$ cat config.mk
export PLATFORM = sky130hd
export DESIGN_NAME = storeMerger
export DESIGN_NICKNAME = d
export VERILOG_FILES = /design/src/rtl/lsuPkg.sv /design/src/rtl/storeMerger.sv
export SDC_FILE = /design/constraint.sdc
export NUM_CORES = 1
export LEC_CHECK = 0
export BUFFER_PORTS_ARGS = -buffer_cell sky130_fd_sc_hd__buf_2
export CORE_AREA = 4 4 124 126
export DETAILED_ROUTE_END_ITERATION = 8
export DIE_AREA = 0 0 128 130
export REMOVE_ABC_BUFFERS = 1
export SYNTH_ARGS = -nofsm -noshare
export SYNTH_HDL_FRONTEND = slang
export SYNTH_SLANG_ARGS = --single-unit
export TNS_END_PERCENT = 10
$ cat constraint.sdc
create_clock -name vclk -period 4.37
set_clock_uncertainty 0.15 [all_clocks]
set_input_delay 0.6555 -clock vclk [all_inputs]
set_output_delay 0.6555 -clock vclk [all_outputs]
set_load 0.02 [all_outputs]
$ cat src/rtl/lsuPkg.sv
`default_nettype none

package lsuPkg;

	//////////////////////////////////////////////////
	// sizes and codes

	localparam int blockBits = 128; // one memory block
	localparam logic [1:0] ldStUnitCode = 2'd2; // dispatch id of this unit
	localparam logic [4:0] formatD = 5'd3; // D-form code from decode

	typedef logic [6:0] blockIndex_t; // block number within the memory

	// primary opcodes, odd ones are the update forms
	typedef enum logic [5:0] {
		opLwz = 6'd32,
		opLwzu = 6'd33,
		opLbz = 6'd34,
		opLbzu = 6'd35,
		opStw = 6'd36,
		opStwu = 6'd37,
		opStb = 6'd38,
		opStbu = 6'd39,
		opLhz = 6'd40,
		opLhzu = 6'd41,
		opLha = 6'd42, // halfword algebraic
		opLhau = 6'd43,
		opSth = 6'd44,
		opSthu = 6'd45,
		opLmw = 6'd46, // multiple forms, faulted
		opStmw = 6'd47
	} opCode_t;

	typedef enum logic [1:0] {sizeByte, sizeHalf, sizeWord} accessSize_t;

	typedef enum logic [1:0] {clearing, ready, storeRead, storeWrite} lsuState_t;

	//////////////////////////////////////////////////
	// bundles between the blocks

	typedef struct packed {
		logic isStore;
		accessSize_t size;
		logic isAlgebraic; // sign extend on load
		logic isUpdate; // effAddr goes back to ra
		blockIndex_t blockIndex;
		logic [3:0] byteOffset; // 0 is the top byte
		logic [63:0] effAddr;
		logic [63:0] storeVal;
		logic [4:0] rtAddr;
		logic [4:0] raAddr;
	} lsuReq_t;

	typedef struct packed {
		logic en;
		logic [4:0] addr;
		logic [63:0] value;
	} wbPort_t;

endpackage

`default_nettype wire
$ cat src/rtl/storeMerger.sv
`timescale 1ns/1ps
`default_nettype none

module storeMerger (
	input wire [lsuPkg::blockBits-1:0] block_i,
	input wire [63:0] storeVal_i,
	input wire [3:0] byteOffset_i,
	input wire lsuPkg::accessSize_t size_i,
	output logic [lsuPkg::blockBits-1:0] merged_o
);

	localparam int restBits = lsuPkg::blockBits - 32;

	logic [4:0] padBits; // unused low part of the word lane
	logic [31:0] laneWord; // store bytes left-aligned
	logic [31:0] laneMask;
	logic [lsuPkg::blockBits-1:0] data;
	logic [lsuPkg::blockBits-1:0] mask;

	always_comb begin
		case (size_i)
			lsuPkg::sizeByte: padBits = 5'd24;
			lsuPkg::sizeHalf: padBits = 5'd16;
			default: padBits = 5'd0;
		endcase
	end

	assign laneWord = storeVal_i[31:0] << padBits; // low bytes of rs
	assign laneMask = 32'hFFFF_FFFF << padBits;
	assign data = {laneWord, {restBits{1'b0}}} >> {byteOffset_i, 3'b000}; // big-endian place
	assign mask = {laneMask, {restBits{1'b0}}} >> {byteOffset_i, 3'b000};
	assign merged_o = (block_i & ~mask) | (data & mask);

endmodule

`default_nettype wire

==> impl_metrics.ini <==
[run_status]
status = completed

[floorplan]
core_region_area_mm2 = 0.0143
die_h_um = 130
row_count = 44
die_x_um = 128
initial_core_util_pct = 26.5
die-area_mm2 = 0.0166
ios = 326

[timing]
rsz0062_at_grt = false
hold_viol_final = 0
post-route-min-period_ps = 3630
fmax_ghz = 0.275
setup_viol = 0
period_share_pct = 83.1
worst_slew_pin_slew_ps = 1130
fin_ws_ps = 737
max_slew_margin_pct = 24.1
maxSlewViolCount = 0
fin_setup_tns_ps = 0

[layout]
multi_input_area_mm2 = 0.00337
numSequentialCells = 0
layout.nets = 1021
drive_above_1_share_pct = 44.9
n_fill_cell = 1612
n_antenna_cell = 0
synthToLayoutAreaGrowth_pct = 39.7
fin_area_mm2 = 0.00531
regArea_um2 = 0
n_clock_buffer = 0

[logic_synthesis]
synthMuxAreaShare_pct = 21.3
synth_top_area_share_pct = 11.3
postSynthCellCount = 567
synthTopCellsByArea = mux2_2, mux2i_1, o21ai_0
synth-compound-area-share_pct = 42.2
synthAdderAreaFrac_pct = 0
syn_area_per_cell_um2 = 6.70
yosysWarnings = 0
yosysMostFrequentCell = nand2_1
synth_xor_area_share_pct = 0
syn-cell-area_mm2 = 0.00380
synth.distinct_cells = 57
yosysTopAreaCell = mux2_2
seq_area_frac_synth_pct = 0
synth_common_cells = nand2_1, o21ai_0, nor2_1
synth_top_family_by_area = compound AO/OA/AOI/OAI gates
synth-simple-area-share_pct = 25.2

[routing]
wl_per_cell_um = 20.0
wirelength_mm = 20.1
drc = 0
antenna_left = 0
drt-pass1-iter-count = 5
vias = 5596
viasPerCell = 5.57
drt_iter0_markers = 405

[worst_setup_path]
cp_slowest_cell = a211oi_1
cp_max_fo = 29
required_ps = 3560
critical_path_class = input port to primary output
start_kind = input port
critPathTopFamily = compound AO/OA/AOI/OAI gates
max_stage_delay_ps = 560
path_buf_inv = 3
crit_arrival_ps = 2830
cp_cell_sequence = buf_2 -> buf_12 -> nand2b_1 -> a211oi_1 -> o21ai_0 -> a31oi_1 -> buf_2
cpMostUsedCell = buf_2
worstSetupEndpointType = primary output

[clocking]
postCtsHoldBufs = 0
cts_setup_buffers = 0
cts_resized = 0

[grt]
gr-total-overflow = 0
antenna_found_initial = 1
grt_use_total_pct = 22.1
grt_pass1_vias = 5159
grt_pass1_wl_mm = 29.1
grt_max_degree = 30

[run]
cap_violations = 0

[placed_design]
portBuffers = 294
dpl.hpwl_mm = 16.6
placed_cell_area_mm2 = 0.00531
place_worst_setup_slack_ps = 764
gp_congestion = 0.947

[worst_hold_path]
hold_class = input port to primary output

[power]
p_leak_nw = 2.54
p_per_area_mw_per_mm2 = 138
ir_drop_v = 0.0000502
## power breakdown
part / internal [mW] / switching, mW / total, mW
clock network: 0 / 0 / 0
registers: 0 / 0 / 0
logic: 0.269 / 0.463 / 0.732
total: 0.269 / 0.463 / 0.732
## per-stage QoR
stage	hold WS, ps	utilization, %	std cells	total power [mW]
floorplan	1330	-	508	0.410
global placement	1480	37.1	1005	0.727
detailed placement	1480	37.1	1005	0.730
CTS	1480	37.1	1005	0.733
global route	1500	37.1	1005	0.789
finish	1480	37.1	1005	0.732
## area by class of cell
| cell class | instances | area share (%) |
|---|---|---|
| Tap cell | 184 | 4.34 |
| Timing Repair Buffer | 313 | 30.7 |
| Multi-Input combinational cell | 487 | 63.5 |
| Inverter | 21 | 1.49 |
## worst paths after layout
| check | start | endpoint | slack [ps] | cells past startpoint |
|---|---|---|---|---|
| min | block_i[97] | merged_o[97] | 1480 | 4 |
| max | byteOffset_i[0] | merged_o[72] | 740 | 7 |
## placed cells by master (no fill, tap or decap), drive strengths merged, types with 3 or more instances in the layout
cell type and count:
buf 313, nand2 65, o21ai 58, nor2 48, mux2 39, mux2i 37
a31oi 34, a21oi 28, o2bb2ai 23, inv 21, nand3 18, nor2b 17
a211oi 15, o31ai 10, nor3 10, a221o 9, o221ai 7, nand3b 6
a32oi 6, o31a 5, or3 5, nand4 5, a221oi 5, a2bb2oi 4
a22oi 4, nand2b 3, nand4b 3
## metal layers
layer,up-vias,global-route usage [%],part of all wire [%]
met1,2569,27.8,40
met4,2,3.31,1.6
met2,327,40.4,49
met5,-,0,0.099
met3,22,3.44,9.3
li1,2676,-,-
## worst min-delay path: cells and delay by family
kind	cells	cell delay, ps
compound gates	1	50
buf+inv	2	230
simple gates	1	30
## cell families after synthesis
family | Yosys count
compound gates | 219
simple gates | 192
buf+inv | 80
mux | 76
Note: power is estimated with default switching activity, not from simulation.
