==> config.mk <==
export PLATFORM = sky130hd
export DESIGN_NAME = lsuDecoder
export DESIGN_NICKNAME = d
export VERILOG_FILES = /design/src/rtl/lsuPkg.sv /design/src/rtl/lsuDecoder.sv
export SDC_FILE = /design/constraint.sdc
export NUM_CORES = 1
export LEC_CHECK = 0
export BUFFER_PORTS_ARGS = -buffer_cell sky130_fd_sc_hd__clkbuf_2
export CAP_MARGIN = 20
export CORE_MARGIN = 2
export CORE_UTILIZATION = 46
export CTS_BUF_LIST = sky130_fd_sc_hd__clkbuf_4 sky130_fd_sc_hd__clkbuf_8 sky130_fd_sc_hd__clkbuf_16
export DETAILED_ROUTE_END_ITERATION = 6
export PLACE_DENSITY_LB_ADDON = 0.08
export SLEW_MARGIN = 20
export SYNTH_ARGS = -nofsm -noshare
export SYNTH_HDL_FRONTEND = slang
export SYNTH_SLANG_ARGS = --single-unit
export TNS_END_PERCENT = 1
==> constraint.sdc <==
create_clock -name clock_i -period 18.6 [get_ports clock_i]
set_input_delay 5.58 -clock clock_i [delete_from_list [all_inputs] [get_ports clock_i]]
set_output_delay 5.58 -clock clock_i [all_outputs]
set_load 0.01 [all_outputs]
==> src/rtl/lsuPkg.sv <==
`default_nettype none

package lsuPkg;

	//////////////////////////////////////////////////
	// sizes and codes

	localparam int blockBits = 128; // one memory block
	localparam logic [1:0] ldStUnitCode = 2'd2; // dispatch id of this unit
	localparam logic [4:0] formatD = 5'd3; // D-form code from decode

	typedef logic [6:0] blockIndex_t; // block number within the memory

	// primary opcodes, odd ones are the update forms
	typedef enum logic [5:0] {
		opLwz = 6'd32,
		opLwzu = 6'd33,
		opLbz = 6'd34,
		opLbzu = 6'd35,
		opStw = 6'd36,
		opStwu = 6'd37,
		opStb = 6'd38,
		opStbu = 6'd39,
		opLhz = 6'd40,
		opLhzu = 6'd41,
		opLha = 6'd42, // halfword algebraic
		opLhau = 6'd43,
		opSth = 6'd44,
		opSthu = 6'd45,
		opLmw = 6'd46, // multiple forms, faulted
		opStmw = 6'd47
	} opCode_t;

	typedef enum logic [1:0] {sizeByte, sizeHalf, sizeWord} accessSize_t;

	typedef enum logic [1:0] {clearing, ready, storeRead, storeWrite} lsuState_t;

	//////////////////////////////////////////////////
	// bundles between the blocks

	typedef struct packed {
		logic isStore;
		accessSize_t size;
		logic isAlgebraic; // sign extend on load
		logic isUpdate; // effAddr goes back to ra
		blockIndex_t blockIndex;
		logic [3:0] byteOffset; // 0 is the top byte
		logic [63:0] effAddr;
		logic [63:0] storeVal;
		logic [4:0] rtAddr;
		logic [4:0] raAddr;
	} lsuReq_t;

	typedef struct packed {
		logic en;
		logic [4:0] addr;
		logic [63:0] value;
	} wbPort_t;

endpackage

`default_nettype wire
==> src/rtl/lsuDecoder.sv <==
`timescale 1ns/1ps
`default_nettype none

module lsuDecoder #(
	parameter int numBlocks = 128
) (
	input wire clock_i,
	input wire reset_i,
	input wire enable_i,
	input wire stall_i,
	input wire [1:0] functionalUnitCode_i,
	input wire [5:0] opCode_i,
	input wire [4:0] instructionFormat_i,
	input wire [63:0] operand1_i,
	input wire [63:0] operand2_i,
	input wire [4:0] reg1Address_i,
	input wire [4:0] reg2Address_i,
	input wire [15:0] imm_i,
	output lsuPkg::lsuReq_t req_o,
	output logic reqValid_o,
	output logic fault_o
);

	lsuPkg::lsuReq_t nextReq; // decoded fields of this issue
	logic known; // opcode is implemented here
	logic misaligned;
	logic outOfRange;
	logic accept; // issue is for us and we are free
	logic bad;

	assign accept = enable_i && !stall_i && functionalUnitCode_i == lsuPkg::ldStUnitCode
		&& instructionFormat_i == lsuPkg::formatD;

	always_comb begin
		known = 1'b1;
		nextReq.isStore = 1'b0;
		nextReq.size = lsuPkg::sizeWord;
		nextReq.isAlgebraic = 1'b0;
		nextReq.isUpdate = opCode_i[0]; // odd opcode means with update
		case (lsuPkg::opCode_t'(opCode_i))
			lsuPkg::opLwz, lsuPkg::opLwzu: nextReq.size = lsuPkg::sizeWord;
			lsuPkg::opLbz, lsuPkg::opLbzu: nextReq.size = lsuPkg::sizeByte;
			lsuPkg::opLhz, lsuPkg::opLhzu: nextReq.size = lsuPkg::sizeHalf;
			lsuPkg::opLha, lsuPkg::opLhau: begin
				nextReq.size = lsuPkg::sizeHalf;
				nextReq.isAlgebraic = 1'b1;
			end
			lsuPkg::opStw, lsuPkg::opStwu: nextReq.isStore = 1'b1; // word is the default size
			lsuPkg::opStb, lsuPkg::opStbu: begin
				nextReq.isStore = 1'b1;
				nextReq.size = lsuPkg::sizeByte;
			end
			lsuPkg::opSth, lsuPkg::opSthu: begin
				nextReq.isStore = 1'b1;
				nextReq.size = lsuPkg::sizeHalf;
			end
			lsuPkg::opLmw, lsuPkg::opStmw: known = 1'b0; // not implemented
			default: known = 1'b0; // not a D-form load/store
		endcase
		nextReq.effAddr = operand2_i + {{48{imm_i[15]}}, imm_i}; // ra + sign-extended d
		nextReq.blockIndex = nextReq.effAddr[10:4];
		nextReq.byteOffset = nextReq.effAddr[3:0];
		nextReq.storeVal = operand1_i; // rs for stores
		nextReq.rtAddr = reg1Address_i;
		nextReq.raAddr = reg2Address_i;
		case (nextReq.size)
			lsuPkg::sizeHalf: misaligned = nextReq.effAddr[0];
			lsuPkg::sizeWord: misaligned = |nextReq.effAddr[1:0];
			default: misaligned = 1'b0; // bytes are always aligned
		endcase
		outOfRange = nextReq.effAddr[63:4] >= 60'(numBlocks); // whole upper address
		bad = !known || misaligned || outOfRange;
	end

	always_ff @(posedge clock_i) begin
		if (accept && !bad)
			req_o <= nextReq; // held until the next good issue
		if (reset_i) begin
			reqValid_o <= 1'b0;
			fault_o <= 1'b0;
		end else begin
			reqValid_o <= accept && !bad; // one-cycle strobe
			fault_o <= accept && bad; // no other effect
		end
	end

endmodule

`default_nettype wire

==> impl_metrics.csv <==
group,metric,value,unit
status,run_status,"finished clean",
sta,slew_headroom,0.4234,
worst_setup_path,crit_start,"imm_i[15]",
sta,post-route-period-util,0.5799,
detailed_routing,drtIter0Drc,609,
clocking,cts_root_buf,"clkbuf_16",
placement,io_buffers,326,
logic_synthesis,yosysTopAreaCell,"edfxtp_1",
detailed_routing,vias,8634,
clocking,cts-buffers-inserted,17,
detailed_routing,wl_per_cell,21.53,microns
clocking,clock_path_buffers,2,
cells_and_area,drive_gt1_frac,0.3235,
floorplanning,die_h,147.1,microns
clocking,clkTransAtPathRegs,80,ps
global_route,use_met2,0.4792,
global_route,grt-busiest-layer,"met2",
detailed_routing,wirelength,32110,microns
detailed_routing,drc_errors,0,
cells_and_area,post-route-util,0.5810,
detailed_routing,postRouteAntennaNets,0,
logic_synthesis,ys.flop_type,"edfxtp_1",
worst_setup_path,crit_family,"buffers and inverters",
logic_synthesis,syn_area,9418,sq um
logic_synthesis,seq_area_frac_synth,0.4602,
worst_setup_path,crit_path_end_kind,"flip-flop",
clocking,post_cts_resized,0,
global_route,grt_antenna_before_repair,1,
global_route,met3_usage,0.05776,
logic_synthesis,yosysWarningCount,0,
logic_synthesis,yosysTopAreaCellShare,0.4560,
global_route,grt_pass1_wl,48110,microns
clocking,htree_levels,4,
clocking,clkSinkCount,145,
sta,final_hold_viol_count,0,
worst_setup_path,cp_data_arrival_time,10830,ps
logic_synthesis,syn_inst,908,
floorplanning,num_rows,52,
logic_synthesis,synth-seq-cells,145,
logic_synthesis,synthTopCellsByArea,"edfxtp_1 (46%), ha_1 (8.4%), a21oi_1 (5.2%)",
clocking,postCtsSetupBuffers,0,
floorplanning,die_area,21630,sq um
cells_and_area,fill_cells,1853,
power,powerDensity,79.62,nW/um^2
worst_setup_path,crit_type,"input pin to flip-flop",
global_route,grt_max_degree,72,
sta,period_needed,10790,ps
floorplanning,io_pins,327,
clocking,hold_buffers,0,
global_route,grt_pass1_vias,8237,
worst_hold_path,min_path_cells,1,
sta,fmax,92.72,MHz
worst_setup_path,crit_path_start_kind,"input pin",
detailed_routing,via_per_inst,5.791,
worst_setup_path,required,18640,ps
cells_and_area,final_nets,1443,
power,leakagePower,0.004872,uW
power,max-vdd-ir-drop,54.20,uV
logic_synthesis,async_reset_ff_frac,0,
clocking,cts_tree,"done",
cells_and_area,syn_to_final_growth,24.43,%
logic_synthesis,yosys.cell_types.count,80,
logic_synthesis,yosysMostFrequentCell,"edfxtp_1",
worst_setup_path,crit_path_frequent_cell,"buf_4",
worst_setup_path,crit_end,"req_o[51]$_DFFE_PP_",
floorplanning,initial_core_util,0.4669,
worst_setup_path,worstPathCellList,"clkbuf_2 > buf_4 > ha_1 > a21oi_1 > o21ai_1 > a21oi_1 > nand3_1 > a21o_1 > and4_1 > or3_1 > a2111oi_0 > and4_1 > nand4_1 > nor3_4 > buf_4 > buf_4",
worst_setup_path,crit_path_max_fanout,71,
sta,hold-worst-slack,5325,ps
detailed_routing,first_pass_iters,5,
sta,slew_viol_final,0,
placement,placed_area,11100,sq um
sta,rsz0062_at_grt,"no",
worst_setup_path,crit_cells,16,
cells_and_area,fin_area,11720,sq um
global_route,grt_overflow,0,
logic_synthesis,syn_avg_cell_area,10.37,sq um
power,finalPower,933.0,uW
logic_synthesis,synth_edf_count,143,
floorplanning,die_w,147.1,microns
cells_and_area,diodes,0,
worst_setup_path,max_stage_delay,770,ps
placement,place_congestion,0.9378,
sta,worstMarginPinSlew,864.9,ps
placement,place_hpwl,26590,microns
global_route,grt_usage,0.2912,
worst_setup_path,crit_slowest_cell,"buf_4",
sta,tns,0,ps
job,drv_cap,0,
sta,setup_viol,0,
global_route,grtUsageMet1,0.3957,
logic_synthesis,synth_nets,1143,
logic_synthesis,netlist_top_cells_count,"edfxtp_1 (143), a21oi_1 (98), nand2_1 (83)",
worst_hold_path,hold_class,"input pin to flip-flop",
worst_setup_path,path_buf_inv,4,
floorplanning,core,20170,sq um
==> state kept, by name, summed over array words and instances (netlist names) <==
name,cells
reqValid_o,1
fault_o,1
req_o,143
==> how the worst min path moves through the flow <==
stage,from,to,slack (ps)
CTS,operand1_i[11],req_o[21]$_DFFE_PP_,5310
global placement,operand1_i[19],req_o[29]$_DFFE_PP_,5760
global route,operand1_i[11],req_o[21]$_DFFE_PP_,5310
floorplan,reg2Address_i[0],req_o[0]$_DFFE_PP_,5680
detailed placement,operand1_i[7],req_o[17]$_DFFE_PP_,5760
finish,operand1_i[11],req_o[21]$_DFFE_PP_,5320
==> power breakdown <==
group | switching (uW) | internal, uW | total, uW
registers | 0.000667 | 366 | 366
logic | 143 | 82.5 | 225
clock network | 159 | 183 | 342
total | 302 | 631 | 933
==> final cells by class <==
type                            instances  area [sq um]  area share
Clock buffer                           17         425.4     0.03630
Clock inverter                         15         188.9     0.01612
Inverter                               19         71.32    0.006086
Multi-Input combinational cell        694          4692      0.4004
Sequential cell                       145          4334      0.3698
Tap cell                              270         337.8     0.02883
Timing Repair Buffer                  331          1669      0.1424
==> through the flow <==
step           worst slack, ps  std cells
2_1_floorplan             4215        908
3_3_place_gp              7508       1459
3_5_place_dp              7403       1459
4_1_cts                   7841       1491
5_1_grt                   7422       1491
6_report                  7814       1491
==> cell usage in the layout (no fill, tap or decap), types with 6 or more instances in the layout <==
| master | instances |
|---|---|
| o211ai_1 | 10 |
| nand2_1 | 83 |
| or3_1 | 12 |
| inv_1 | 18 |
| xor2_1 | 21 |
| edfxtp_1 | 143 |
| a21oi_1 | 98 |
| and2_1 | 13 |
| a21o_1 | 15 |
| nor3_1 | 16 |
| and3_1 | 9 |
| a31oi_1 | 7 |
| clkbuf_16 | 17 |
| nand4_1 | 38 |
| o21bai_1 | 9 |
| o21a_1 | 14 |
| nor4_1 | 6 |
| xnor2_1 | 28 |
| ha_1 | 63 |
| nor2_1 | 61 |
| a211oi_1 | 8 |
| o21ai_0 | 50 |
| nor2b_1 | 6 |
| clkinv_8 | 6 |
| o21ai_1 | 10 |
| nand3_1 | 12 |
| clkbuf_2 | 326 |
==> cells by family after synthesis <==
group           Yosys count  synth area share
compound gates          292            0.2090
xor+xnor                 49           0.04557
fa+ha+maj                64           0.08582
buf+inv                  69           0.04278
flops                   145            0.4602
mux                       5          0.005447
simple gates            284            0.1512
==> metal layers <==
metal | wire [microns] | up-vias
li1 | - | 4105
met1 | 13470 | 4069
met2 | 15280 | 417
met3 | 2796 | 41
met4 | 556 | 2
met5 | 9 | -
Note: power is estimated with default switching activity, not from simulation.
