[src/rtl/lsuPkg.sv]
`default_nettype none

package lsuPkg;

	//////////////////////////////////////////////////
	// sizes and codes

	localparam int blockBits = 128; // one memory block
	localparam logic [1:0] ldStUnitCode = 2'd2; // dispatch id of this unit
	localparam logic [4:0] formatD = 5'd3; // D-form code from decode

	typedef logic [6:0] blockIndex_t; // block number within the memory

	// primary opcodes, odd ones are the update forms
	typedef enum logic [5:0] {
		opLwz = 6'd32,
		opLwzu = 6'd33,
		opLbz = 6'd34,
		opLbzu = 6'd35,
		opStw = 6'd36,
		opStwu = 6'd37,
		opStb = 6'd38,
		opStbu = 6'd39,
		opLhz = 6'd40,
		opLhzu = 6'd41,
		opLha = 6'd42, // halfword algebraic
		opLhau = 6'd43,
		opSth = 6'd44,
		opSthu = 6'd45,
		opLmw = 6'd46, // multiple forms, faulted
		opStmw = 6'd47
	} opCode_t;

	typedef enum logic [1:0] {sizeByte, sizeHalf, sizeWord} accessSize_t;

	typedef enum logic [1:0] {clearing, ready, storeRead, storeWrite} lsuState_t;

	//////////////////////////////////////////////////
	// bundles between the blocks

	typedef struct packed {
		logic isStore;
		accessSize_t size;
		logic isAlgebraic; // sign extend on load
		logic isUpdate; // effAddr goes back to ra
		blockIndex_t blockIndex;
		logic [3:0] byteOffset; // 0 is the top byte
		logic [63:0] effAddr;
		logic [63:0] storeVal;
		logic [4:0] rtAddr;
		logic [4:0] raAddr;
	} lsuReq_t;

	typedef struct packed {
		logic en;
		logic [4:0] addr;
		logic [63:0] value;
	} wbPort_t;

endpackage

`default_nettype wire
[src/rtl/clearCounter.sv]
`timescale 1ns/1ps
`default_nettype none

module clearCounter #(
	parameter int numBlocks = 128
) (
	input wire clock_i,
	input wire reset_i,
	input wire count_i,
	output lsuPkg::blockIndex_t index_o,
	output logic last_o
);

	assign last_o = index_o == lsuPkg::blockIndex_t'(numBlocks - 1); // final block

	always_ff @(posedge clock_i) begin
		if (reset_i)
			index_o <= '0;
		else if (count_i)
			index_o <= last_o ? '0 : index_o + 1'b1; // wrap after last
	end

endmodule

`default_nettype wire

[config.mk]
export PLATFORM = sky130hd
export DESIGN_NAME = clearCounter
export DESIGN_NICKNAME = d
export VERILOG_FILES = /design/src/rtl/lsuPkg.sv /design/src/rtl/clearCounter.sv
export SDC_FILE = /design/constraint.sdc
export NUM_CORES = 1
export LEC_CHECK = 0
export ABC_AREA = 1
export CORE_AREA = 2 2 39 41
export CTS_CLUSTER_DIAMETER = 50
export CTS_CLUSTER_SIZE = 20
export DETAILED_ROUTE_END_ITERATION = 6
export DIE_AREA = 0 0 41 43
export DONT_BUFFER_PORTS = 1
export PLACE_DENSITY = 0.39
export SLEW_MARGIN = 20
export SYNTH_ARGS = -nofsm -noshare
export SYNTH_HDL_FRONTEND = slang
export SYNTH_SLANG_ARGS = --single-unit
[constraint.sdc]
create_clock -name clock_i -period 2.55 [get_ports clock_i]
set_input_delay 0 -clock clock_i [delete_from_list [all_inputs] [get_ports clock_i]]
set_output_delay 0 -clock clock_i [all_outputs]
set_load 0.05 [all_outputs]
==> run metrics, run 1 <==
status finished with violations; violated checks hold timing; Final Power 0.258 mW; Post-CTS Setup Repair Bufs 0; biggest regs index_o: 7 flops; Biggest register index_o; RePlAce Congestion 0.672; Max Root-Sink Buffers 2; initial drt markers 8; synthesized area 397 um^2; Largest register FFs 7; Worst EP required 2.55 ns; DRT antenna net count 0; Worst-Skew Late Latency 0.26 ns; critical path startpoint category flip-flop; clock sink count 7; Cells after Synth 59; gr usage total 11.7%; die area 1760 um^2; post_cts resized 0; Distinct cells, synth 15; Rel. slew slack 62.3%; Tcrit/Tclk final 61.1%; RSZ-0062 raised after global routing false; crit end category output pin; area delta synth->final 23.3%; non-filler cells, final 85; num ports 11; # diodes 0; WHS -0.000220 ns; Placed Cells 79; largest net degree at the start of global routing 8; Num CTS Buffers 3; dominant cell type by area after synthesis dfxtp_1; critical path launch point index_o[5]; # hold bufs at CTS 2; post-place instance area 443 um^2; DR vias/cell 4.40; Final nets 74; worst min path class input port to flip-flop; Die H 43 um; Tightest Pin Transition 0.564 ns; die width 41 um; initial antenna violation count 0; syn_nets 63; Remaining DRCs 0; total congestion overflow 0; Mean Syn Cell Area 6.72 um^2; Final Max Slew Viols 0; post-layout min period 1.56 ns; static leakage 0.218 nW; Ys Warns 0; Port Buffers 0; #FFs+latches synth 7; sequential share of the synthesized area 35.3%; leading post-synthesis cells by cell area dfxtp_1 (35%), nand2_1 (15%), nor2_2 (7.9%), inv_1 (7.6%), nand3_1 (6.3%); Data arrival, critical path 1.56 ns; Final Hold Fails 1; Core Area 1380 um^2; first-pass GRT wire length 1.35 mm; proportion of layout cells with a drive suffix above 1 27.5%; Final Cell Area 489 um^2; CP Max Fanout 4; CTS tree done; maxcap violations 0; Rows 14; hold_sp count_i; Crit Path Category flip-flop to output pin; Worst Skew 0.00763 ns; wire per inst 9.96 um; vias in the first global route 339; final setup TNS 0 ns; Root Driver clkbuf_4; DP Wirelength 628 um; R2R Path Start index_o[5]; VDD IR max 0.192 mV; Initial Utilization 28.7%; Post-Route WL 847 um; drt first pass iters 4; Setup-failing EPs final 0; # fillers 158; clock slew at reported path FFs 0.06 ns; area share of the largest cell type after synthesis 35.3%; pwr dens 527 nW/um^2; fmax 0.642 GHz; Vias 374; H-tree Lvls 1
## Yosys cell counts (all sizes together)
library cell	number
nor2	11
dfxtp	7
a21oi	3
o21ai	1
nand2	19
nand3	5
inv	10
nor3	1
buf	1
ha	1
## per-layer routing
layer | vias up | track usage, % | wire length (um)
li1 | 198 | - | -
met3 | 2 | 2.09 | 45
met4 | 0 | 10.0 | 12
met1 | 166 | 13.9 | 385
met5 | - | 0 | 0
met2 | 8 | 16.9 | 404
## area by class of cell
cell class,count,area [um^2],area share [%]
Clock buffer,4,26.3,5.37
Inverter,10,37.5,7.67
Multi-Input combinational cell,41,208,42.5
Sequential cell,7,140,28.6
Tap cell,16,20.0,4.09
Timing Repair Buffer,7,57.6,11.8
## critical path, stage by stage (launching register included)
cell and delay [ns]:
dfxtp_1 0.68, nand2_1 0.15, nor2_1 0.15, nand2_1 0.11
inv_2 0.21
## placed cells by master, fill, tap and decap left out
cell and instances:
clkbuf_1 1, nor2_4 1, nor2_2 5, nand3_1 5, o21ai_0 1, inv_1 8, inv_2 2, dfxtp_1 7
a21oi_1 3, dlygate4sd3_1 2, ha_1 1, clkbuf_4 3, buf_4 5, nand2_1 16, nor3_1 1, nand2_4 1
nand2_2 2, nor2_1 5
## kinds of logic after synthesis
| logic type | Yosys count | synth area share [%] |
|---|---|---|
| AO/OA/AOI/OAI | 4 | 5.04 |
| adder cells (fa/ha/maj) | 1 | 3.15 |
| buffers and inverters | 11 | 12.3 |
| flip-flops | 7 | 35.3 |
| AND/OR/NAND/NOR | 36 | 44.2 |
## path summary, 6_finish.rpt
path         cells after the start  slack, ns          to
max                              4       0.99      last_o
min                              3    -0.0002  index_o[2]
max reg2reg                      5       1.03  index_o[0]
min reg2reg                      3       0.64  index_o[1]
## power by group
group / total, mW / leakage (nW) / switching (mW) / internal (mW)
clock: 0.107 / 0.0150 / 0.0471 / 0.0601
sequential: 0.114 / 0.0569 / 0.00127 / 0.112
combinational: 0.0367 / 0.146 / 0.0253 / 0.0114
## per-stage QoR
stage                     hold WS, ns  setup WS [ns]  util, %
after floorplan                0.0669          0.857        -
after global placement         0.0678           1.06     32.0
after detailed placement       0.0690           1.04     32.0
after CTS                     0.00590          0.979     35.4
after global routing           0.0257          0.853     35.4
final                       -0.000220          0.992     35.4
Power figures use the tool's default switching activity.
==> run 2, diff against run 1 <==
--- a/config.mk
+++ b/config.mk
@@ -5,14 +5,14 @@
 export SDC_FILE = /design/constraint.sdc
 export NUM_CORES = 1
 export LEC_CHECK = 0
-export ABC_AREA = 1
+export ABC_AREA = 0
 export CORE_AREA = 2 2 39 41
 export CTS_CLUSTER_DIAMETER = 50
 export CTS_CLUSTER_SIZE = 20
 export DETAILED_ROUTE_END_ITERATION = 6
 export DIE_AREA = 0 0 41 43
 export DONT_BUFFER_PORTS = 1
-export PLACE_DENSITY = 0.39
+export PLACE_DENSITY = 0.34
 export SLEW_MARGIN = 20
 export SYNTH_ARGS = -nofsm -noshare
 export SYNTH_HDL_FRONTEND = slang
==> constraint.sdc (replaced) <==
create_clock -name clock_i -period 1.56 [get_ports clock_i]
set_input_delay 0 -clock clock_i [delete_from_list [all_inputs] [get_ports clock_i]]
set_output_delay 0 -clock clock_i [all_outputs]
set_load 0.05 [all_outputs]
==> run metrics, run 2 <==
num ports 11 (unchanged); Worst Skew 0.00187 ns (-0.00576 ns); DR vias/cell 4.81 (+9.2%); Num CTS Buffers 3 (unchanged); dominant cell type by area after synthesis dfxtp_1; initial antenna violation count 0 (unchanged); Vias 322 (-14%); Setup-failing EPs final 0 (unchanged); CTS tree done; clock slew at reported path FFs 0.05 ns (about the same); # diodes 0 (unchanged); final setup TNS 0 ns (unchanged); Port Buffers 0 (unchanged); worst min path class input port to flip-flop; Tightest Pin Transition 0.298 ns (-0.266 ns); Die H 43 um (unchanged); first-pass GRT wire length 1.21 mm (-10%); fin worst setup slack 0.0919 ns (-0.900 ns); Rows 14 (unchanged); Ys Warns 0 (unchanged); post-place instance area 432 um^2 (-2.5%); crit end category output pin; Cells after Synth 36 (-39%); Rel. slew slack 80.1% (+18 points); status complete, no violations; synth cell count leaders dfxtp_1 (7), nand2_1 (4), nor2_1 (4); die area 1760 um^2 (unchanged); Max Root-Sink Buffers 2 (unchanged); Final nets 56 (-24%); drt first pass iters 4 (unchanged); top-count cell post-synth dfxtp_1; fmax 0.681 GHz; Seq pwr share 47.8% (+3.7 points); total congestion overflow 0 (unchanged); Distinct cells, synth 15 (unchanged); DP Wirelength 533 um (-15%); Post-Route WL 757 um (-11%); Met1 Wirelength 336 um (-13%); Placed Cells 61 (-23%); DRT antenna net count 0 (unchanged); clock sink count 7 (unchanged); largest net degree at the start of global routing 8 (unchanged); vias in the first global route 298 (-12%); Crit Path Category flip-flop to output pin; biggest regs index_o: 7 flops; synthesized area 325 um^2 (-18%); Data arrival, critical path 1.47 ns (-0.09 ns); RSZ-0062 raised after global routing false; dominant synthesized flop cell dfxtp_1; Worst-Skew Late Latency 0.25 ns (about the same); maxcap violations 0 (unchanged); area share of the largest cell type after synthesis 43.1% (+7.7 points); die width 41 um (unchanged); post-layout min period 1.47 ns; met3 wire len 55 um (+22%); critical path startpoint category flip-flop; proportion of layout cells with a drive suffix above 1 37.3% (+9.7 points); non-filler cells, final 67 (-21%); Sw Pwr 0.0986 mW (+34%); Pint 0.296 mW (+61%); highest metal used met3; detailed route wirelength on metal2 365 um (-9.7%); syn_nets 40 (-37%); FFs w/ async S/R, synth 0% (unchanged); Final Power 0.395 mW (+53%); Biggest register index_o; Root Driver clkbuf_4; Remaining DRCs 0 (unchanged); Largest register FFs 7 (unchanged); leading post-synthesis cells by cell area dfxtp_1 (43%), xor2_1 (8.1%), a21oi_1 (4.6%), o21ai_0 (4.6%), a221oi_2 (4.6%); area delta synth->final 47.7%; number of flops mapped to enable cells by yosys 0 (unchanged); Tcrit/Tclk final 94.1%; sequential share of the synthesized area 43.1% (+7.7 points); wire per inst 11.3 um (+13%); #FFs+latches synth 7 (unchanged); RePlAce Congestion 0.689 (+2.5%); Post-CTS Setup Repair Bufs 0 (unchanged); gr usage total 11.1% (-0.60 points); CP Max Fanout 5 (+1); Final Hold Fails 0 (-1); H-tree Lvls 1 (unchanged); dpl ws 0.237 ns (-0.805 ns); static leakage 0.184 nW (-16%); VDD IR max 0.289 mV (+51%); Initial Utilization 23.5% (-5.2 points); most frequent cells in the layout buf_4 (8), nand2_1 (4), dfxtp_1 (4); Final Cell Area 480 um^2 (-1.8%); Combinational Power Share 9.9% (-4.3 points); pwr dens 822 nW/um^2 (+56%); clock power share 42.2% (+0.6 points); Worst EP required 1.56 ns (-0.99 ns); most common cell after layout, fill and taps aside buf_4; sw frac 25.0% (-3.6 points); initial drt markers 4 (-4); Mean Syn Cell Area 9.04 um^2 (+34%); Final Max Slew Viols 0 (unchanged); Core Area 1380 um^2 (unchanged)
## run 2: changes by cell type after synthesis, moves of 2 or more
| cell | before | now |
|---|---|---|
| nand2_1 | 16 | 4 |
| inv_1 | 8 | 0 |
| nand3_1 | 5 | 0 |
| nor2_2 | 5 | 0 |
| xor2_1 | 0 | 3 |
| inv_2 | 2 | 0 |
| nand2_2 | 2 | 0 |
| nand2b_1 | 0 | 2 |
| nand4_1 | 0 | 2 |
| o21ai_0 | 1 | 3 |
| or3_1 | 0 | 2 |
## run 2: cells by family after synthesis
group                    count (synthesis)  synth area share (%)
flip-flops                               7                  43.1
AND/OR/NAND/NOR                         16                  26.5
XOR/XNOR                                 3                  8.08
AO/OA/AOI/OAI                            9                  18.5
adder cells (fa/ha/maj)                  1                  3.85
## run 2: metrics by stage
stage / util (%) / hold WS (ns)
2_1_floorplan: - / 0.0617
3_5_place_dp: 31.2 / 0.0679
6_report: 34.7 / 0.0195
3_3_place_gp: 31.2 / 0.0640
5_1_grt: 34.7 / 0.0131
4_1_cts: 34.5 / 0.0134
## run 2: final cells by class
type / count / area [um^2]
flip-flops and latches: 7 / 144
multi-input cells: 29 / 190
fillers: 164 / 903
clock buffers: 4 / 26.3
repair buffers: 11 / 100
well taps: 16 / 20.0
## run 2: routing by layer
| layer | track usage (%) | vias up |
|---|---|---|
| li1 | - | 160 |
| met2 | 14.1 | 9 |
| met1 | 11.9 | 153 |
| met5 | 0 | - |
| met4 | 10.0 | 0 |
| met3 | 6.81 | 0 |
## run 2: path summary, 6_finish.rpt
check | from | end | slack (ns) | depth (start not counted)
setup reg to reg | index_o[0] | index_o[6] | 0.25 | 4
hold reg to reg | index_o[1] | index_o[1] | 0.50 | 2
setup / recovery | index_o[0] | last_o | 0.09 | 5
hold / removal | count_i | index_o[0] | 0.02 | 3
## run 2: repair_timing
action,in CTS,in global routing
hold buffers,2,0
gates resized for setup,0,1
endpoints found under the hold margin,7,0
setup endpoints to repair,0,1
## run 2: worst max-delay path: stages, from the launching register on
cell	delay [ns]
dfxtp_2	0.37
ha_2	0.21
nand4_1	0.15
buf_4	0.19
nor2_2	0.14
buf_12	0.15
## run 2: power groups by stage
stage | registers [mW] | logic (mW) | clock network, mW
global placement | 0.192 | 0.0304 | 0
detailed placement | 0.193 | 0.0301 | 0
floorplan | 0.206 | 0.00895 | 0
CTS | 0.189 | 0.0389 | 0.174
finish | 0.189 | 0.0391 | 0.167
global route | 0.190 | 0.0414 | 0.189
