## src/rtl/lsuPkg.sv

```systemverilog
`default_nettype none

package lsuPkg;

	//////////////////////////////////////////////////
	// sizes and codes

	localparam int blockBits = 128; // one memory block
	localparam logic [1:0] ldStUnitCode = 2'd2; // dispatch id of this unit
	localparam logic [4:0] formatD = 5'd3; // D-form code from decode

	typedef logic [6:0] blockIndex_t; // block number within the memory

	// primary opcodes, odd ones are the update forms
	typedef enum logic [5:0] {
		opLwz = 6'd32,
		opLwzu = 6'd33,
		opLbz = 6'd34,
		opLbzu = 6'd35,
		opStw = 6'd36,
		opStwu = 6'd37,
		opStb = 6'd38,
		opStbu = 6'd39,
		opLhz = 6'd40,
		opLhzu = 6'd41,
		opLha = 6'd42, // halfword algebraic
		opLhau = 6'd43,
		opSth = 6'd44,
		opSthu = 6'd45,
		opLmw = 6'd46, // multiple forms, faulted
		opStmw = 6'd47
	} opCode_t;

	typedef enum logic [1:0] {sizeByte, sizeHalf, sizeWord} accessSize_t;

	typedef enum logic [1:0] {clearing, ready, storeRead, storeWrite} lsuState_t;

	//////////////////////////////////////////////////
	// bundles between the blocks

	typedef struct packed {
		logic isStore;
		accessSize_t size;
		logic isAlgebraic; // sign extend on load
		logic isUpdate; // effAddr goes back to ra
		blockIndex_t blockIndex;
		logic [3:0] byteOffset; // 0 is the top byte
		logic [63:0] effAddr;
		logic [63:0] storeVal;
		logic [4:0] rtAddr;
		logic [4:0] raAddr;
	} lsuReq_t;

	typedef struct packed {
		logic en;
		logic [4:0] addr;
		logic [63:0] value;
	} wbPort_t;

endpackage

`default_nettype wire
```

## src/rtl/lsuControl.sv

```systemverilog
`timescale 1ns/1ps
`default_nettype none

module lsuControl (
	input wire clock_i,
	input wire reset_i,
	input wire reqValid_i,
	input wire isStore_i,
	input wire lsuPkg::blockIndex_t blockIndex_i,
	input wire last_i,
	output logic stall_o,
	output logic count_o,
	output logic memReadEn_o,
	output lsuPkg::blockIndex_t memIndex_o,
	output logic memWriteEn_o,
	output logic useClearData_o,
	output logic loadGo_o,
	output logic storeDone_o
);

	lsuPkg::lsuState_t stateReg; // clearing, ready or storeWrite
	lsuPkg::lsuState_t state; // current state incl. storeRead
	lsuPkg::blockIndex_t storeIndex; // block under read-modify-write

	// a store arriving in ready is the storeRead cycle, its read goes out now
	assign state = (stateReg == lsuPkg::ready && reqValid_i && isStore_i) ?
		lsuPkg::storeRead : stateReg;

	//////////////////////////////////////////////////
	// state register

	always_ff @(posedge clock_i) begin
		if (reset_i)
			stateReg <= lsuPkg::clearing; // wipe memory first
		else begin
			case (state)
				lsuPkg::clearing: if (last_i) stateReg <= lsuPkg::ready;
				lsuPkg::storeRead: stateReg <= lsuPkg::storeWrite;
				lsuPkg::storeWrite: stateReg <= lsuPkg::ready;
				default: stateReg <= stateReg; // stay ready
			endcase
		end
	end

	always_ff @(posedge clock_i) begin
		if (state == lsuPkg::storeRead)
			storeIndex <= blockIndex_i;
		if (reset_i)
			loadGo_o <= 1'b0;
		else
			loadGo_o <= reqValid_i && !isStore_i; // data arrives next cycle
	end

	//////////////////////////////////////////////////
	// outputs

	assign stall_o = state != lsuPkg::ready;
	assign count_o = state == lsuPkg::clearing; // counter walks while clearing
	assign useClearData_o = state == lsuPkg::clearing; // zeros and counter index
	assign memReadEn_o = reqValid_i; // loads and storeRead
	assign memIndex_o = (state == lsuPkg::storeWrite) ? storeIndex : blockIndex_i;
	assign memWriteEn_o = state == lsuPkg::clearing || state == lsuPkg::storeWrite;
	assign storeDone_o = state == lsuPkg::storeWrite; // one cycle per store

endmodule

`default_nettype wire

```

## config.mk

```make
export PLATFORM = sky130hd
export DESIGN_NAME = lsuControl
export DESIGN_NICKNAME = d
export VERILOG_FILES = /design/src/rtl/lsuPkg.sv /design/src/rtl/lsuControl.sv
export SDC_FILE = /design/constraint.sdc
export NUM_CORES = 1
export LEC_CHECK = 0
export ABC_AREA = 1
export BUFFER_PORTS_ARGS = -buffer_cell sky130_fd_sc_hd__buf_2
export CAP_MARGIN = 40
export CORE_AREA = 2 2 39 41
export DETAILED_ROUTE_END_ITERATION = 10
export DIE_AREA = 0 0 41 43
export MAX_ROUTING_LAYER = met4
export PLACE_DENSITY = 0.77
export SYNTH_ARGS = -nofsm -noshare
export SYNTH_HDL_FRONTEND = slang
export SYNTH_SLANG_ARGS = --single-unit
```

## constraint.sdc

```tcl
create_clock -name clock_i -period 1.3 [get_ports clock_i]
set_input_delay 0.26 -clock clock_i [delete_from_list [all_inputs] [get_ports clock_i]]
set_output_delay 0.26 -clock clock_i [all_outputs]
set_load 0.03 [all_outputs]
```

==> results of run 1 <==
[power by group through the flow]
stage                     clock, mW  sequential, mW  combinational [mW]
after floorplan                   0           0.385               0.158
after global placement            0           0.382               0.215
after detailed placement          0           0.384               0.219
after CTS                     0.281           0.375               0.298
after global routing          0.302           0.378               0.319
final                         0.272           0.375               0.298
[kinds of logic after synthesis]
family,Yosys count,share of synthesized area [%]
buf+inv,10,10.3
flops,10,52.8
simple gates,9,7.09
mux,7,20.5
fa+ha+maj,3,7.34
compound gates,2,1.96
[cells in the mapped netlist (all sizes together)]
library cell,number
mux2,7
buf,3
nor2,3
inv,7
nand2,4
nand3,2
o21ai,2
dfxtp,3
ha,3
edfxtp,7
[registers in the layout, indices dropped and copies added, names as in the netlist]
| name | cells |
|---|---|
| stateReg | 2 |
| storeIndex | 7 |
| loadGo_o | 1 |
[timing repair]
item	4_1_cts	5_1_grt
pin swaps	2	0
setup buffers	3	0
resized for setup	33	0
endpoints found under the setup margin	12	20
hold buffers	0	0
[metal layers]
| layer | track usage (%) | vias up | part of all wire, % |
|---|---|---|---|
| met3 | 4.19 | 0 | 8.6 |
| met1 | 12.5 | 180 | 34 |
| li1 | - | 194 | - |
| met5 | - | - | 0 |
| met4 | 8.00 | 0 | 0 |
| met2 | 24.1 | 17 | 58 |
[per-stage QoR]
step	instance area [sq um]	setup slack [ns]	hold slack, ns
4_1_cts	825	-0.285	0.172
6_report	825	-0.276	0.179
3_3_place_gp	661	-0.0143	0.437
5_1_grt	825	-0.323	0.171
2_1_floorplan	527	-0.0134	0.332
3_5_place_dp	661	-0.0281	0.440
[final cells by class]
class	instances	area (sq um)
Timing Repair Buffer	30	235
Sequential cell	10	275
Inverter	7	31.3
Multi-Input combinational cell	21	226
Clock buffer	4	36.3
Tap cell	16	20.0
Fill cell	119	559
[worst reg2reg max path: stages (launching register included)]
cell and delay [ns]:
dfxtp_2 0.34, buf_4 0.14, inv_4 0.07, ha_1 0.16, nand3_2 0.09, nand2_2 0.17
[path summary, 6_finish.rpt]
check / start / slack [ns] / depth (start not counted) / endpoint
setup / recovery: stateReg[0] / -0.28 / 3 / memIndex_o[2]
setup reg to reg: stateReg[1] / 0.04 / 5 / storeIndex[3]
hold reg to reg: stateReg[1] / 0.67 / 3 / stateReg[1]
hold / removal: isStore_i / 0.18 / 2 / loadGo_o
==> summary.txt, run 1 <==
status -> finished with violations
failing checks -> setup timing
total core area -> 1380 sq um
clock sink count -> 10
DR vias -> 391
PwrDens -> 1150 nW/um^2
post-placement cell count -> 81
drt via density -> 4.44
final non-filler cell total -> 88
htree depth -> 1
syn nets -> 56
fin. max-slew vios -> 0
most frequent cells in the layout -> buf_2, buf_6, mux2_4, edfxtp_1
Yosys warning total -> 0
final hold vios -> 0
RSZ-0062 raised after global routing -> true
Yosys cell types -> 11
Yosys top cell area share -> 41.1%
Peak VDD IR -> 0.524 mV
critical-path cell list -> ha_4, mux2_4, buf_6
initial antenna violation count -> 0
Max-slew headroom -> 88.0%
clock slew at reported path FFs -> 0.07 ns
Die W -> 41 um
Tcrit/Tclk final -> 121%
commonest non-fill, non-tap cell in the layout -> buf_2
Crit path buffers/inverters -> 1
sequential power share -> 39.7%
total CTS buffers -> 3
final setup violation count -> 12
routability cong. -> 0.642
largest net degree at the start of global routing -> 9
Power Internal -> 0.677 mW
IO Count -> 26
DRC -> 0
Layout area overhead -> 61.1%
first-pass GRT wire length -> 1590 um
port bufs -> 25
sequential share of the synthesized area -> 52.8%
Setup TNS Final -> -2.68 ns
vias in the first global route -> 418
global route overflow -> 0
Arr. time, crit path -> 1.32 ns
worst skew pair latency -> 0.26 ns
layout cell share with drive strength beyond 1 -> 70.8%
drt first pass iters -> 1
Cells after Synth -> 41
initial drt markers -> 0
most area-hungry cell type in the Yosys netlist -> edfxtp_1
synthesized cell area -> 512 sq um
Lkg Pwr -> 0.394 nW
crit-path max FO -> 8
switching power of the nets -> 0.268 mW
Tot Pwr -> 0.945 mW
CP required -> 1.04 ns
flops & latches, synth -> 10
worst slew pin tran -> 0.179 ns
slowest CP cell -> dfxtp_4
achievable frequency -> 0.635 GHz
sw frac -> 28.3%
dpl hpwl -> 706 um
row cnt -> 14
Max stage delay on crit path -> 0.37 ns
Syn Area/Cell -> 12.5 sq um
Tot GR Track Use -> 14.0%
final worst setup slack -> -0.276 ns
Final #Nets -> 88
Die ar. -> 1760 sq um
Post-DRT Antenna Nets -> 0
Post-Route WL -> 965 um
Clock Power Share -> 28.8%
Final Skew -> 0.00131 ns
CP delay by family, top -> flip-flops
Max-Cap Viols -> 0
CTS Buffer Depth -> 2
CP Launch Type -> flip-flop
worst hold-check path type -> in2reg
number of antenna diodes -> 0
Comb power frac -> 31.5%
CTS Root Buffer Type -> clkbuf_4
Initial Util -> 37.0%
Crit Path Class -> reg2out
TritonCTS clock tree -> done
routed length per instance -> 11.0 um
fin crit period -> 1.58 ns
top cells by area, synth -> edfxtp_1, mux2_4, dfxtp_1
post-layout util -> 59.6%
CP Capture Type -> output port
Die H -> 43 um
Power figures use the tool's default switching activity.
==> run 2, diff against run 1 <==
- ABC_AREA: 1 -> 0
- PLACE_DENSITY: 0.77 -> 0.78
==> run 2 against run 1 <==
Effect of this change: the flow still finishes with violations (setup timing); via count increased by 1.0%; register-to-register slack got worse by 0.10 ns; sequential power about the same; clock skew increased by 0.0014 ns; critical endpoint is now memIndex_o[0]; clock power about the same; count of clock-buffer cells in the layout unchanged; critical path depth unchanged; fmax increased by 1.0%; non-clock buffer count increased by 4; core utilization increased by 5.7 points; sequential cell count unchanged.
==> summary.txt, run 2 <==
status -> finished with violations (unchanged)
failing checks -> setup timing (unchanged)
Die ar. -> 1760 sq um (unchanged)
Filler cells -> 110 (was 119)
Crit Path Class -> reg2out (unchanged)
worst reg2reg path endpoint -> stateReg[1] (was storeIndex[3])
reg2reg start -> stateReg[0] (was stateReg[1])
initial drt markers -> 0 (unchanged)
most area-hungry cell type in the Yosys netlist -> edfxtp_1 (unchanged)
row cnt -> 14 (unchanged)
Synth Flop Type -> edfxtp_1 (unchanged)
largest net degree at the start of global routing -> 9 (unchanged)
Post-Route WL -> 1050 um (was 965 um)
final worst setup slack -> -0.260 ns (was -0.276 ns)
Max-Cap Viols -> 0 (unchanged)
Arr. time, crit path -> 1.30 ns (was 1.32 ns)
initial antenna violation count -> 0 (unchanged)
most frequent cells in the layout -> buf_6, buf_2, mux2_4, buf_4, edfxtp_1 (was buf_2, buf_6, mux2_4, edfxtp_1)
number of antenna diodes -> 0 (unchanged)
Final Skew -> 0.00272 ns (was 0.00131 ns)
largest family of logic cells by synthesized area -> multiplexers (unchanged)
Async SR Flop Fraction -> 0% (unchanged)
wire length on met1 -> 356 um (was 325 um)
top sig layer -> met3 (unchanged)
layout cell share with drive strength beyond 1 -> 85.7% (was 70.8%)
fin crit period -> 1.56 ns (was 1.58 ns)
top cells by area, synth -> edfxtp_1, mux2_4, dfxtp_1 (unchanged)
routed length per instance -> 12.2 um (was 11.0 um)
Initial Util -> 37.9% (was 37.0%)
Comb power frac -> 33.9% (was 31.5%)
commonest cells in the netlist -> edfxtp_1, mux2_4, dfxtp_1, ha_1, inv_1 (was edfxtp_1, inv_1, mux2_4)
simple-gate area share of the yosys netlist -> 9.31% (was 7.09%)
vias in the first global route -> 356 (was 418)
largest registers -> storeIndex (7), stateReg (2), loadGo_o (1) (unchanged)
total CTS buffers -> 3 (unchanged)
final non-filler cell total -> 86 (was 88)
total core area -> 1380 sq um (unchanged)
Layout area overhead -> 72.3% (was 61.1%)
achievable frequency -> 0.641 GHz (was 0.635 GHz)
sequential share of the synthesized area -> 51.6% (was 52.8%)
Peak VDD IR -> 0.675 mV (was 0.524 mV)
max reg flops -> 7 (unchanged)
Stages on worst setup path -> 3 (unchanged)
drt first pass iters -> 1 (unchanged)
Tot Pwr -> 0.976 mW (was 0.945 mW)
CP Capture Type -> output port (unchanged)
sequential power share -> 38.3% (was 39.7%)
RSZ-0062 raised after global routing -> true (unchanged)
worst skew pair latency -> 0.26 ns (about the same)
CTS Root Buffer Type -> clkbuf_4 (unchanged)
fin area -> 903 sq um (was 825 sq um)
worst hold-check path type -> in2reg (unchanged)
slowest CP cell -> dfxtp_4 (unchanged)
DRC -> 0 (unchanged)
DP Area -> 693 sq um (was 661 sq um)
drt via density -> 4.59 (was 4.44)
IO Count -> 26 (unchanged)
syn nets -> 50 (was 56)
synthesized cell area -> 524 sq um (was 512 sq um)
crit-path max FO -> 8 (unchanged)
Tcrit/Tclk final -> 120% (was 121%)
Worst R2R Path Depth -> 7 (was 5)
worst slew pin tran -> 0.171 ns (was 0.179 ns)
WL met2 -> 608 um (was 556 um)
first-pass GRT wire length -> 1460 um (was 1590 um)
PwrDens -> 1080 nW/um^2 (was 1150 nW/um^2)
Multi-input gate area -> 280 sq um (was 226 sq um)
Worst R2R Setup Slack -> -0.06 ns (was 0.04 ns)
Post-DRT Antenna Nets -> 0 (unchanged)
CP delay by family, top -> flip-flops (unchanged)
Final #Nets -> 86 (was 88)
global route overflow -> 0 (unchanged)
Die W -> 41 um (unchanged)
Yosys cell types -> 14 (was 11)
Max stage delay on crit path -> 0.37 ns (about the same)
number of synthesized flops with an enable pin -> 7 (unchanged)
Syn Area/Cell -> 15.0 sq um (was 12.5 sq um)
FF+latch area -> 278 sq um (was 275 sq um)
Tot GR Track Use -> 12.8% (was 14.0%)
clock sink count -> 10 (unchanged)
met3 wire length -> 81 um (was 83 um)
flops & latches, synth -> 10 (unchanged)
Clock Power Share -> 27.8% (was 28.8%)
Lkg Pwr -> 0.404 nW (was 0.394 nW)
Yosys warning total -> 0 (unchanged)
critical-path cell list -> ha_4, mux2_4, buf_6 (unchanged)
Max-slew headroom -> 88.5% (was 88.0%)
dpl hpwl -> 708 um (was 706 um)
Yosys top cell area share -> 40.1% (was 41.1%)
routability cong. -> 0.636 (was 0.642)
Synth Area in XOR/XNOR -> 0% (unchanged)
mux contribution to synthesized area -> 20.0% (was 20.5%)
fin. max-slew vios -> 0 (unchanged)
TritonCTS clock tree -> done (unchanged)
CP Launch Type -> flip-flop (unchanged)
Cells after Synth -> 35 (was 41)
CP Launch Point -> stateReg[1] (was stateReg[0])
Top reg by flops -> storeIndex (unchanged)
switching power of the nets -> 0.276 mW (was 0.268 mW)
CP required -> 1.04 ns (about the same)
post-layout util -> 65.3% (was 59.6%)
post-placement cell count -> 77 (was 81)
clock slew at reported path FFs -> 0.06 ns (was 0.07 ns)
worst setup path endpoint -> memIndex_o[0] (was memIndex_o[2])
CTS Buffer Depth -> 2 (unchanged)
final hold vios -> 0 (unchanged)
final setup violation count -> 13 (was 12)
Die H -> 43 um (unchanged)
compound-gate portion of the synthesized area -> 4.77% (was 1.96%)
Power Internal -> 0.700 mW (was 0.677 mW)
Synth Area in Adders -> 7.16% (was 7.33%)
DR vias -> 395 (was 391)
htree depth -> 1 (unchanged)
sw frac -> 28.2% (was 28.3%)
port bufs -> 25 (unchanged)
commonest non-fill, non-tap cell in the layout -> buf_6 (was buf_2)
Crit path buffers/inverters -> 1 (unchanged)
-- run 2: cell count changes in the layout (fill, tap and decap cells not counted), moves of 2 or more --
cell      previous run  this run
buf_4                4         7
buf_6               12        14
inv_1                4         0
nand2_1              3         0
nand2b_4             0         2
nor2_1               3         0
o21ai_0              2         0
-- run 2: how the worst min path moves through the flow --
stage	from	end	slack (ns)	depth (start not counted)
floorplan	reset_i	stateReg[1]	0.32	1
global placement	isStore_i	loadGo_o	0.44	2
detailed placement	isStore_i	loadGo_o	0.44	2
CTS	reset_i	stateReg[1]	0.17	2
global route	reset_i	stateReg[1]	0.18	2
finish	reset_i	stateReg[1]	0.18	2
-- run 2: area by class of cell --
cell class | count | share of cell area, %
Clock buffer | 4 | 4.02
Timing Repair Buffer | 34 | 30.5
Tap cell | 16 | 2.22
Inverter | 3 | 1.52
Multi-Input combinational cell | 19 | 31.0
Sequential cell | 10 | 30.7
-- run 2: power by group through the flow --
| stage | Sequential, mW | Clock, mW | Combinational [mW] |
|---|---|---|---|
| final | 0.374 | 0.271 | 0.330 |
| after global routing | 0.376 | 0.294 | 0.351 |
| after CTS | 0.374 | 0.281 | 0.316 |
| after detailed placement | 0.382 | 0 | 0.231 |
| after global placement | 0.380 | 0 | 0.229 |
| after floorplan | 0.386 | 0 | 0.164 |
-- run 2: through the flow --
| stage | TNS, ns | setup WS [ns] | hold WS [ns] |
|---|---|---|---|
| after global placement | -0.0526 | -0.00741 | 0.442 |
| after global routing | -3.32 | -0.306 | 0.180 |
| after floorplan | -0.173 | -0.0247 | 0.319 |
| final | -2.68 | -0.260 | 0.182 |
| after detailed placement | -0.139 | -0.0297 | 0.444 |
| after CTS | -2.90 | -0.278 | 0.173 |
-- run 2: repair_timing --
action | CTS | global route
setup buffers | 4 | 2
endpoints found under the setup margin | 19 | 21
resized for setup | 33 | 6
hold buffers | 0 | 0
pin swaps | 1 | 1
-- run 2: cells by family after synthesis --
| family | Yosys count |
|---|---|
| compound gates | 2 |
| fa+ha+maj | 3 |
| buf+inv | 6 |
| flops | 10 |
| mux | 7 |
| simple gates | 7 |
-- run 2: per-layer routing --
layer  up-vias  global-route usage [%]
met5         -                       -
met4         0                    6.00
met3         0                    3.14
met2        19                    20.9
met1       185                    13.8
li1        191                       -
